--- config.mk ---
export PLATFORM = sky130hd
export DESIGN_NAME = div_decode
export DESIGN_NICKNAME = d
export VERILOG_FILES = /design/src/source/div_pkg.sv /design/src/source/div_decode.sv
export VERILOG_INCLUDE_DIRS = /design/src /design/src/source
export SDC_FILE = /design/constraint.sdc
export NUM_CORES = 1
export LEC_CHECK = 0
export BUFFER_PORTS_ARGS = -buffer_cell sky130_fd_sc_hd__buf_4
export CAP_MARGIN = 15
export CORE_AREA = 3 3 89 91
export CTS_CLUSTER_DIAMETER = 60
export DETAILED_ROUTE_END_ITERATION = 7
export DIE_AREA = 0 0 92 94
export PLACE_DENSITY_LB_ADDON = 0.1
export SLEW_MARGIN = 20
export SYNTH_ARGS = -nofsm -noshare
export SYNTH_HDL_FRONTEND = slang
export SYNTH_SLANG_ARGS = --single-unit
--- constraint.sdc ---
create_clock -name clk -period 4.6 [get_ports clk]
set_input_delay 0.69 -clock clk [delete_from_list [all_inputs] [get_ports clk]]
set_output_delay 0.69 -clock clk [all_outputs]
set_load 0.05 [all_outputs]
--- src/source/div_macros.svh ---
`ifndef DIV_MACROS_SVH
`define DIV_MACROS_SVH

// operand and result width
`define DIV_XLEN 32

// quotient bits resolved per digit step (radix 16)
`define DIV_DIGIT_BITS 4

// digit steps per division, DIV_XLEN / DIV_DIGIT_BITS
`define DIV_DIGITS 8

// digit steps between pipeline registers
`define DIV_STAGE_PERIOD 3

// cycles from order to done
`define DIV_LATENCY 5

`endif

--- src/source/div_pkg.sv ---
`include "div_macros.svh"

package div_pkg;

    // encodings follow funct3[1:0] of the M extension divides
    typedef enum logic [1:0] {
        OP_DIV  = 2'b00,
        OP_DIVU = 2'b01,
        OP_REM  = 2'b10,
        OP_REMU = 2'b11
    } div_op_e;

    typedef struct packed {
        logic [`DIV_XLEN-1:0] dividend;
        logic [`DIV_XLEN-1:0] divisor;
    } div_operands_t;

    // sideband that rides along with the data
    typedef struct packed {
        logic rem_sel;
        logic neg_quot;
        logic neg_rem;
    } div_ctrl_t;

    // window holds the partial remainder on top, unused dividend bits below
    typedef struct packed {
        logic [`DIV_XLEN-1:0]   quotient;
        logic [2*`DIV_XLEN-1:0] window;
    } div_partial_t;

    // entry i is divisor * (i + 1)
    typedef logic [(1 << `DIV_DIGIT_BITS)-2:0][`DIV_XLEN+`DIV_DIGIT_BITS-1:0] div_multiples_t;

    typedef struct packed {
        logic [`DIV_XLEN-1:0] quotient;
        logic [`DIV_XLEN-1:0] remainder;
    } div_qr_t;

endpackage

--- src/source/div_decode.sv ---
`timescale 1ns/1ns
`include "div_macros.svh"

module div_decode (
    input  logic                   clk,
    input  logic                   rst_n,
    input  logic                   order,
    input  div_pkg::div_op_e       op,
    input  logic [`DIV_XLEN-1:0]   rs1,
    input  logic [`DIV_XLEN-1:0]   rs2,
    output logic                   valid,
    output div_pkg::div_operands_t operands,
    output div_pkg::div_ctrl_t     ctrl
);

    logic is_signed;
    logic rs1_neg;
    logic rs2_neg;
    logic rs2_zero;

    always_comb begin
        is_signed = (op == div_pkg::OP_DIV) || (op == div_pkg::OP_REM);
        rs1_neg   = is_signed && rs1[`DIV_XLEN-1];
        rs2_neg   = is_signed && rs2[`DIV_XLEN-1];
        rs2_zero  = (rs2 == '0);
    end

    always_ff @(posedge clk) begin
        if (!rst_n) begin
            valid <= 1'b0;
        end else begin
            valid <= order;
        end
    end

    // magnitudes go to the unsigned core, signs become sideband
    always_ff @(posedge clk) begin
        if (order) begin
            operands.dividend <= rs1_neg ? -rs1 : rs1;
            operands.divisor  <= rs2_neg ? -rs2 : rs2;
            ctrl.rem_sel      <= (op == div_pkg::OP_REM) || (op == div_pkg::OP_REMU);
            // divide by zero keeps the all-ones quotient
            ctrl.neg_quot     <= (rs1_neg != rs2_neg) && !rs2_zero;
            ctrl.neg_rem      <= rs1_neg;
        end
    end

    a_op_known: assert property (
        @(posedge clk) disable iff (!rst_n)
        order |-> !$isunknown(op)
    ) else $error("div_decode: op unknown while order is high");

endmodule

==> flow_metrics.tcl <==
set metrics [dict create \
    postPlaceCellArea_sq_um 4640 \
    cts_sinks 68 \
    final_max_slew_viol_count 0 \
    tightest_slew_ns 0.987 \
    initial_core_util 0.492 \
    antenna_found_initial 0 \
    hold_buffers 0 \
    async_reset_ff_frac 0 \
    synthFlopType "edfxtp_1" \
    synth_common_cells "67 x edfxtp_1, 38 x xor2_1, 26 x nor2_1, 21 x a31oi_1, 19 x xnor2_1" \
    stdcell_count 533 \
    core_area_sq_um 7210 \
    via_count 2813 \
    drtIter0Drc 138 \
    gp_congestion 0.785 \
    chipWidth_um 92 \
    hold_class "primary input to flip-flop" \
    dp_hpwl_um 6120 \
    yosysTopAreaCell "edfxtp_1" \
    setup_viol 0 \
    grt_pass1_wl_um 13000 \
    endpoint_kind "flip-flop" \
    powerDensity_nw_per_um2 366 \
    die_h_um 94 \
    rsz0062_at_grt "no" \
    leakagePower_nw 2.04 \
    synth_warnings 0 \
    antenna_left 0 \
    synthTopCellsByArea "edfxtp_1 57%, xor2_1 9.4%, xnor2_1 4.7%" \
    syn_to_final_growth_pct 36.6 \
    path_max_fanout 25 \
    path_cells "buf_4, nand2b_1, clkinv_1, nand2b_1, a21oi_1, or3_1" \
    post-route-min-period_ns 2.55 \
    period_share 0.554 \
    ctsResizeCount 0 \
    via_per_inst 5.28 \
    grt_pass1_vias 2708 \
    finalWirelength_um 8200 \
    dp.cells 517 \
    syn_inst 296 \
    drc 0 \
    cp-start-kind "primary input" \
    peakVddDrop_uv 208 \
    htreeDepth 3 \
    power_w 0.00177 \
    holdWs_ns 0.527 \
    yosysMostFrequentCell "edfxtp_1" \
    fmax_mhz 393 \
    syn_nets 367 \
    io_pins 137 \
    cts_buffer_depth 2 \
    max_slew_margin 0.342 \
    drtPass1Iterations 4 \
    netlist.area_leader.share 0.567 \
    die_area_sq_um 8650 \
    post_cts_buffers 0 \
    grt_use_total 0.194 \
    synth.distinct_cells 37 \
    numCtsBuffers 9 \
    maxCapViolCount 0 \
    portBuffers 136 \
    grt_max_degree 69 \
    drive_gt1_frac 0.369 \
    cp_slowest_cell "nand2b_1" \
    fp-row-count 31 \
    clk_pin_slew_worst_paths_ns 0.07 \
    synth_edf_count 67 \
    stdcell_area_sq_um 4850 \
    nets 500 \
    ys_seq_area_frac 0.573 \
    finalHoldViolCount 0 \
    outcome "finished clean" \
    fin_tns_setup_ns 0 \
    slowest_delay_ns 0.74 \
    cp.required_ns 4.69 \
    routedWlPerCell_um 15.4 \
    syn-cell-area_sq_um 3550 \
    cts_tree "built" \
    crit_path_frequent_cell "nand2b_1" \
    synth.avg_cell_area_sq_um 12.0 \
    root_buffer "clkbuf_8" \
    arrival_ns 2.63 \
    ys_seq_elements 68 \
    antenna_cells 0 \
    grt_overflow 0 \
    critical_path_class "primary input to flip-flop" \
]
[cell type report]
class	count	area, sq um
clock buffer	11	151
clock inverter	5	58.8
fill	595	2370
inverter	15	56.3
multi-input combinational	199	1400
sequential	68	2030
tap	99	124
timing repair buffer	136	1020
[flip-flops by register name, summed over array words and instances, names as in the netlist]
name,cells
ctrl,3
operands,64
valid,1
[cells in the final DEF (no fill, tap or decap), types with 2 or more instances in the layout]
cell,n
nand2_1,4
xnor2_1,19
nor4_2,2
xor2_1,38
nand2b_1,4
clkbuf_8,11
clkinvlp_4,2
ha_1,2
and4_1,3
a31oi_1,21
edfxtp_1,67
a21oi_1,18
a41oi_1,4
o31ai_1,3
o21ai_0,6
or3_1,5
nor4_1,9
a21o_1,2
buf_4,136
inv_1,14
nor2_1,26
nor3_4,3
nor3_1,11
nor2b_1,2
or4_1,6
[power by group]
part           internal, W  switching [W]
sequential        0.000758      0.0000184
combinational     0.000156       0.000330
clock             0.000281       0.000230
[stage by stage]
stage	util	worst slack (ns)
final	0.672	2.05
after global routing	0.672	1.88
after CTS	0.672	2.08
after detailed placement	0.643	1.71
after global placement	0.643	1.82
after floorplan	-	2.26
[kinds of logic (layout without fill, tap and decap cells)]
logic type,Yosys count,count (layout),share of synthesized area
flops,68,68,0.573
xor+xnor,57,57,0.141
fa+ha+maj,2,2,0.00705
buf+inv,29,167,0.0317
compound gates,57,57,0.0984
simple gates,83,83,0.149
[path summary, 6_finish.rpt]
path / start / to / depth (start not counted)
setup / recovery: op[0] / operands[62]$_DFFE_PP_ / 6
hold / removal: op[1] / ctrl[2]$_DFFE_PP_ / 1
[routing by layer]
metal	vias up	track usage	share of wire
met5	-	0	0
met2	104	0.318	0.49
met3	14	0.0425	0.080
li1	1370	-	-
met1	1325	0.243	0.41
met4	0	0.0953	0.023
[critical path, delay by kind of cell]
kind / cells / cell delay (ns)
buffers and inverters: 2 / 0.60
and+or+nand+nor: 3 / 1.28
AOI/OAI and AO/OA: 1 / 0.05
(Power assumes the default switching activity.)
