$ cat src/source/div_macros.svh
`ifndef DIV_MACROS_SVH
`define DIV_MACROS_SVH

// operand and result width
`define DIV_XLEN 32

// quotient bits resolved per digit step (radix 16)
`define DIV_DIGIT_BITS 4

// digit steps per division, DIV_XLEN / DIV_DIGIT_BITS
`define DIV_DIGITS 8

// digit steps between pipeline registers
`define DIV_STAGE_PERIOD 3

// cycles from order to done
`define DIV_LATENCY 5

`endif

$ cat src/source/div_pkg.sv
`include "div_macros.svh"

package div_pkg;

    // encodings follow funct3[1:0] of the M extension divides
    typedef enum logic [1:0] {
        OP_DIV  = 2'b00,
        OP_DIVU = 2'b01,
        OP_REM  = 2'b10,
        OP_REMU = 2'b11
    } div_op_e;

    typedef struct packed {
        logic [`DIV_XLEN-1:0] dividend;
        logic [`DIV_XLEN-1:0] divisor;
    } div_operands_t;

    // sideband that rides along with the data
    typedef struct packed {
        logic rem_sel;
        logic neg_quot;
        logic neg_rem;
    } div_ctrl_t;

    // window holds the partial remainder on top, unused dividend bits below
    typedef struct packed {
        logic [`DIV_XLEN-1:0]   quotient;
        logic [2*`DIV_XLEN-1:0] window;
    } div_partial_t;

    // entry i is divisor * (i + 1)
    typedef logic [(1 << `DIV_DIGIT_BITS)-2:0][`DIV_XLEN+`DIV_DIGIT_BITS-1:0] div_multiples_t;

    typedef struct packed {
        logic [`DIV_XLEN-1:0] quotient;
        logic [`DIV_XLEN-1:0] remainder;
    } div_qr_t;

endpackage

$ cat src/source/div_result.sv
`timescale 1ns/1ns
`include "div_macros.svh"

module div_result (
    input  logic                 clk,
    input  logic                 rst_n,
    input  logic                 valid_in,
    input  div_pkg::div_qr_t     result,
    input  div_pkg::div_ctrl_t   ctrl,
    output logic                 done,
    output logic [`DIV_XLEN-1:0] rd
);

    logic [`DIV_XLEN-1:0] quot_signed;
    logic [`DIV_XLEN-1:0] rem_signed;

    // put the signs back on the unsigned results
    always_comb begin
        quot_signed = ctrl.neg_quot ? -result.quotient : result.quotient;
        rem_signed  = ctrl.neg_rem ? -result.remainder : result.remainder;
    end

    always_ff @(posedge clk) begin
        if (!rst_n) begin
            done <= 1'b0;
        end else begin
            done <= valid_in;
        end
    end

    always_ff @(posedge clk) begin
        if (valid_in) begin
            rd <= ctrl.rem_sel ? rem_signed : quot_signed;
        end
    end

    // a quotient that gets negated always fits the signed range
    a_neg_quot_range: assert property (
        @(posedge clk) disable iff (!rst_n)
        valid_in && ctrl.neg_quot
            |-> (result.quotient <= {1'b1, {(`DIV_XLEN-1){1'b0}}})
    ) else $error("div_result: negated quotient outside the signed range");

endmodule

$ cat config.mk
export PLATFORM = sky130hd
export DESIGN_NAME = div_result
export DESIGN_NICKNAME = d
export VERILOG_FILES = /design/src/source/div_pkg.sv /design/src/source/div_result.sv
export VERILOG_INCLUDE_DIRS = /design/src /design/src/source
export SDC_FILE = /design/constraint.sdc
export NUM_CORES = 1
export LEC_CHECK = 0
export ABC_AREA = 1
export BUFFER_PORTS_ARGS = -buffer_cell sky130_fd_sc_hd__buf_4
export CELL_PAD_IN_SITES_DETAIL_PLACEMENT = 1
export CELL_PAD_IN_SITES_GLOBAL_PLACEMENT = 2
export CORE_MARGIN = 2
export CORE_UTILIZATION = 29
export CTS_CLUSTER_SIZE = 28
export DETAILED_ROUTE_END_ITERATION = 16
export PLACE_DENSITY_LB_ADDON = 0.1
export SLEW_MARGIN = 20
export SYNTH_ARGS = -nofsm -noshare
export SYNTH_HDL_FRONTEND = slang
export SYNTH_SLANG_ARGS = --single-unit
$ cat constraint.sdc
create_clock -name clk -period 2.8 [get_ports clk]
set_input_delay 0.28 -clock clk [delete_from_list [all_inputs] [get_ports clk]]
set_output_delay 0.28 -clock clk [all_outputs]
set_load 0.05 [all_outputs]
==> impl_results.md <==
* Tcrit/Tclk final at 0.523
* HP Class: in2reg
* # H-tree levels at 2
* CP arrival at 1500 ps
* Vias at 3879
* Final WS setup at 1340 ps
* GR Util met3 at 0.0437
* CTS tree: built
* Post-layout min period at 1460 ps
* Critical Path Stages at 10
* Hpwl dp at 10500 um
* CTS Hold Buffers Added at 0
* Fillers at 1487
* Synth-to-Final Area Change at 29.3%
* Vias per inst at 5.05
* Crit-path slowest cell: nor2_4
* Reg clk slew, reported paths at 50 ps
* Setup TNS at 0 ps
* Grt peak-use layer: met2
* Worst Tran Pin Value at 462 ps
* Die ar. at 12700 um^2
* Synth area leaders: edfxtp_1 28%, nand2_1 17%, nand3_1 11%
* Starting DRT DRC Count at 157
* Ys flop type: edfxtp_1
* Antenna-violating nets left at 0
* Syn Nets at 600
* Outcome: completed
* CP required at 2830 ps
* Max Freq at 683 MHz
* Die H at 113 um
* M1 GR Usage at 0.249
* Crit path cell chain: buf_4, inv_1, ha_1, nand3_1, nand2_2, nand2_4, nor2_4, nand4_1, nand3_1, nand2_1
* Total GRT Usage at 0.202
* Syn. warnings at 0
* Flops & latches, synth at 33
* Peak supply drop at 279 uV
* Top cell type's share of synthesized area at 0.281
* Core Rows at 39
* # DRC at 0
* Post-Synthesis Cells at 528
* Placed cells at 760
* Fin cells at 768
* Count leader, synth: nand2_1
* Max FO, Critical Path at 8
* Routed length per instance at 16.6 um
* Asr flop ratio synth at 0
* Layout cells sized above 1 at 0.269
* Clock Path Buffers at 2
* Syn_area_per_cell at 6.47 um^2
* CTS resizes at 0
* Max stage delay on crit path at 200 ps
* Gr ovfl total at 0
* Final WL at 12800 um
* First-pass GRT wire length at 20200 um
* Max-cap violation count at 0
* Cell area power density at 431 nW/um^2
* Rel. slew slack at 0.692
* # setup viols final at 0
* Layout Nets at 696
* Die W at 113 um
* Commonest cells post-synth: 154 x nand2_1, 75 x nand3_1, 58 x nor2_1
* Largest net degree at the start of global routing at 36
* Clk sink count at 33
* Syn Std Cell Area at 3420 um^2
* Pre-antenna DRT Iters at 4
* Tot Pwr at 0.00190 W
* GPL Wtd Cong at 0.848
* Vias in the first global route at 3931
* Sequential Area at 981 um^2
* I/O Pins at 103
* CTS Root Cell: clkbuf_16
* Number of clock buffers inserted by TritonCTS at 5
* Antenna diodes at 0
* Cell mode on critical path: nand3_1
* Cell taking the most area after synthesis: edfxtp_1
* Sequential area share after synthesis at 0.287
* Post-synth EDFFs at 32
* Post-CTS setup buffers at 0
* Max-slew violation count at 0
* Min-Delay Path Depth at 3
* WP buf/inv at 2
* Worst Setup Start Kind: input port
* Initial antenna violation count at 0
* Final hold vios at 0
* Post-Place Worst Slack at 1000 ps
* Initial Utilization at 0.298
* Synth cell types at 34
* Critical Path End Type: register
* Lkg Pwr at 2.05 nW
* RSZ-0062 raised after global routing: no
* Met2 Usage GRT at 0.367
* Crit path kind: in2reg
* Buffers on Ports at 102
* CP top delay family: simple AND/OR/NAND/NOR gates
* Core area at 11500 um^2
* Multi-input gate area at 2120 um^2
-- cells in the final DEF (no fill, tap or decap) --
master,count
a21boi_0,1
a21oi_1,20
a21oi_4,1
a31o_2,1
and3_1,1
buf_4,103
clkbuf_16,5
clkbuf_8,2
clkinv_2,2
dfxtp_1,1
edfxtp_1,32
ha_1,2
inv_1,45
inv_2,8
inv_4,1
nand2_1,154
nand2_2,15
nand2_4,2
nand3_1,75
nand3_2,2
nand3b_1,8
nand3b_4,2
nand4_1,13
nor2_1,58
nor2_2,10
nor2_4,6
nor2_8,1
nor3_1,4
o211ai_1,2
o21ai_0,29
o21ai_1,9
o21ai_2,6
o22ai_1,3
o32ai_2,1
-- sequential cells by signal, indices dropped and copies added, names as in the netlist --
register  count
rd           32
done          1
-- final cells by class --
type,count,area share
clock buffer,7,0.0346
clock inverter,1,0.00113
inverter,55,0.0476
multi-input combinational,426,0.479
sequential,33,0.222
tap,143,0.0405
timing repair buffer,103,0.175
-- tightest hold or removal path, stage by stage --
cell     delay, ps
buf_4           80
nand2_1         50
inv_1           40
-- metrics by stage --
step / hold WS, ps / util / area [um^2]
floorplan: 373 / - / 3420
finish: 186 / 0.385 / 4420
global placement: 466 / 0.371 / 4260
detailed placement: 477 / 0.371 / 4260
CTS: 180 / 0.385 / 4420
global route: 207 / 0.385 / 4420
-- cells by family (layout without fill, tap and decap cells) --
logic type	after synthesis	in the layout	share of synthesized area
adder cells (fa/ha/maj)	2	2	0.00732
AO/OA/AOI/OAI	73	73	0.125
buffers and inverters	69	166	0.0937
AND/OR/NAND/NOR	351	351	0.487
flip-flops	33	33	0.287
-- routing by layer --
layer | routed length (um) | up-vias
li1 | - | 1949
met5 | 0 | -
met1 | 5470 | 1833
met2 | 6480 | 88
met4 | 93 | 0
met3 | 733 | 9
-- where the power goes --
part	leakage [nW]	internal [W]	switching, W
clock	0.0799	0.000377	0.000223
sequential	0.321	0.000604	0.0000203
combinational	1.65	0.000218	0.000461
-- final timing paths --
| kind | slack (ps) | to | start |
|---|---|---|---|
| worst max-delay path | 1340 | rd[28]$_DFFE_PP_ | result[32] |
| worst min-delay path | 190 | done$_SDFF_PN0_ | rst_n |
Note: power is estimated with default switching activity, not from simulation.
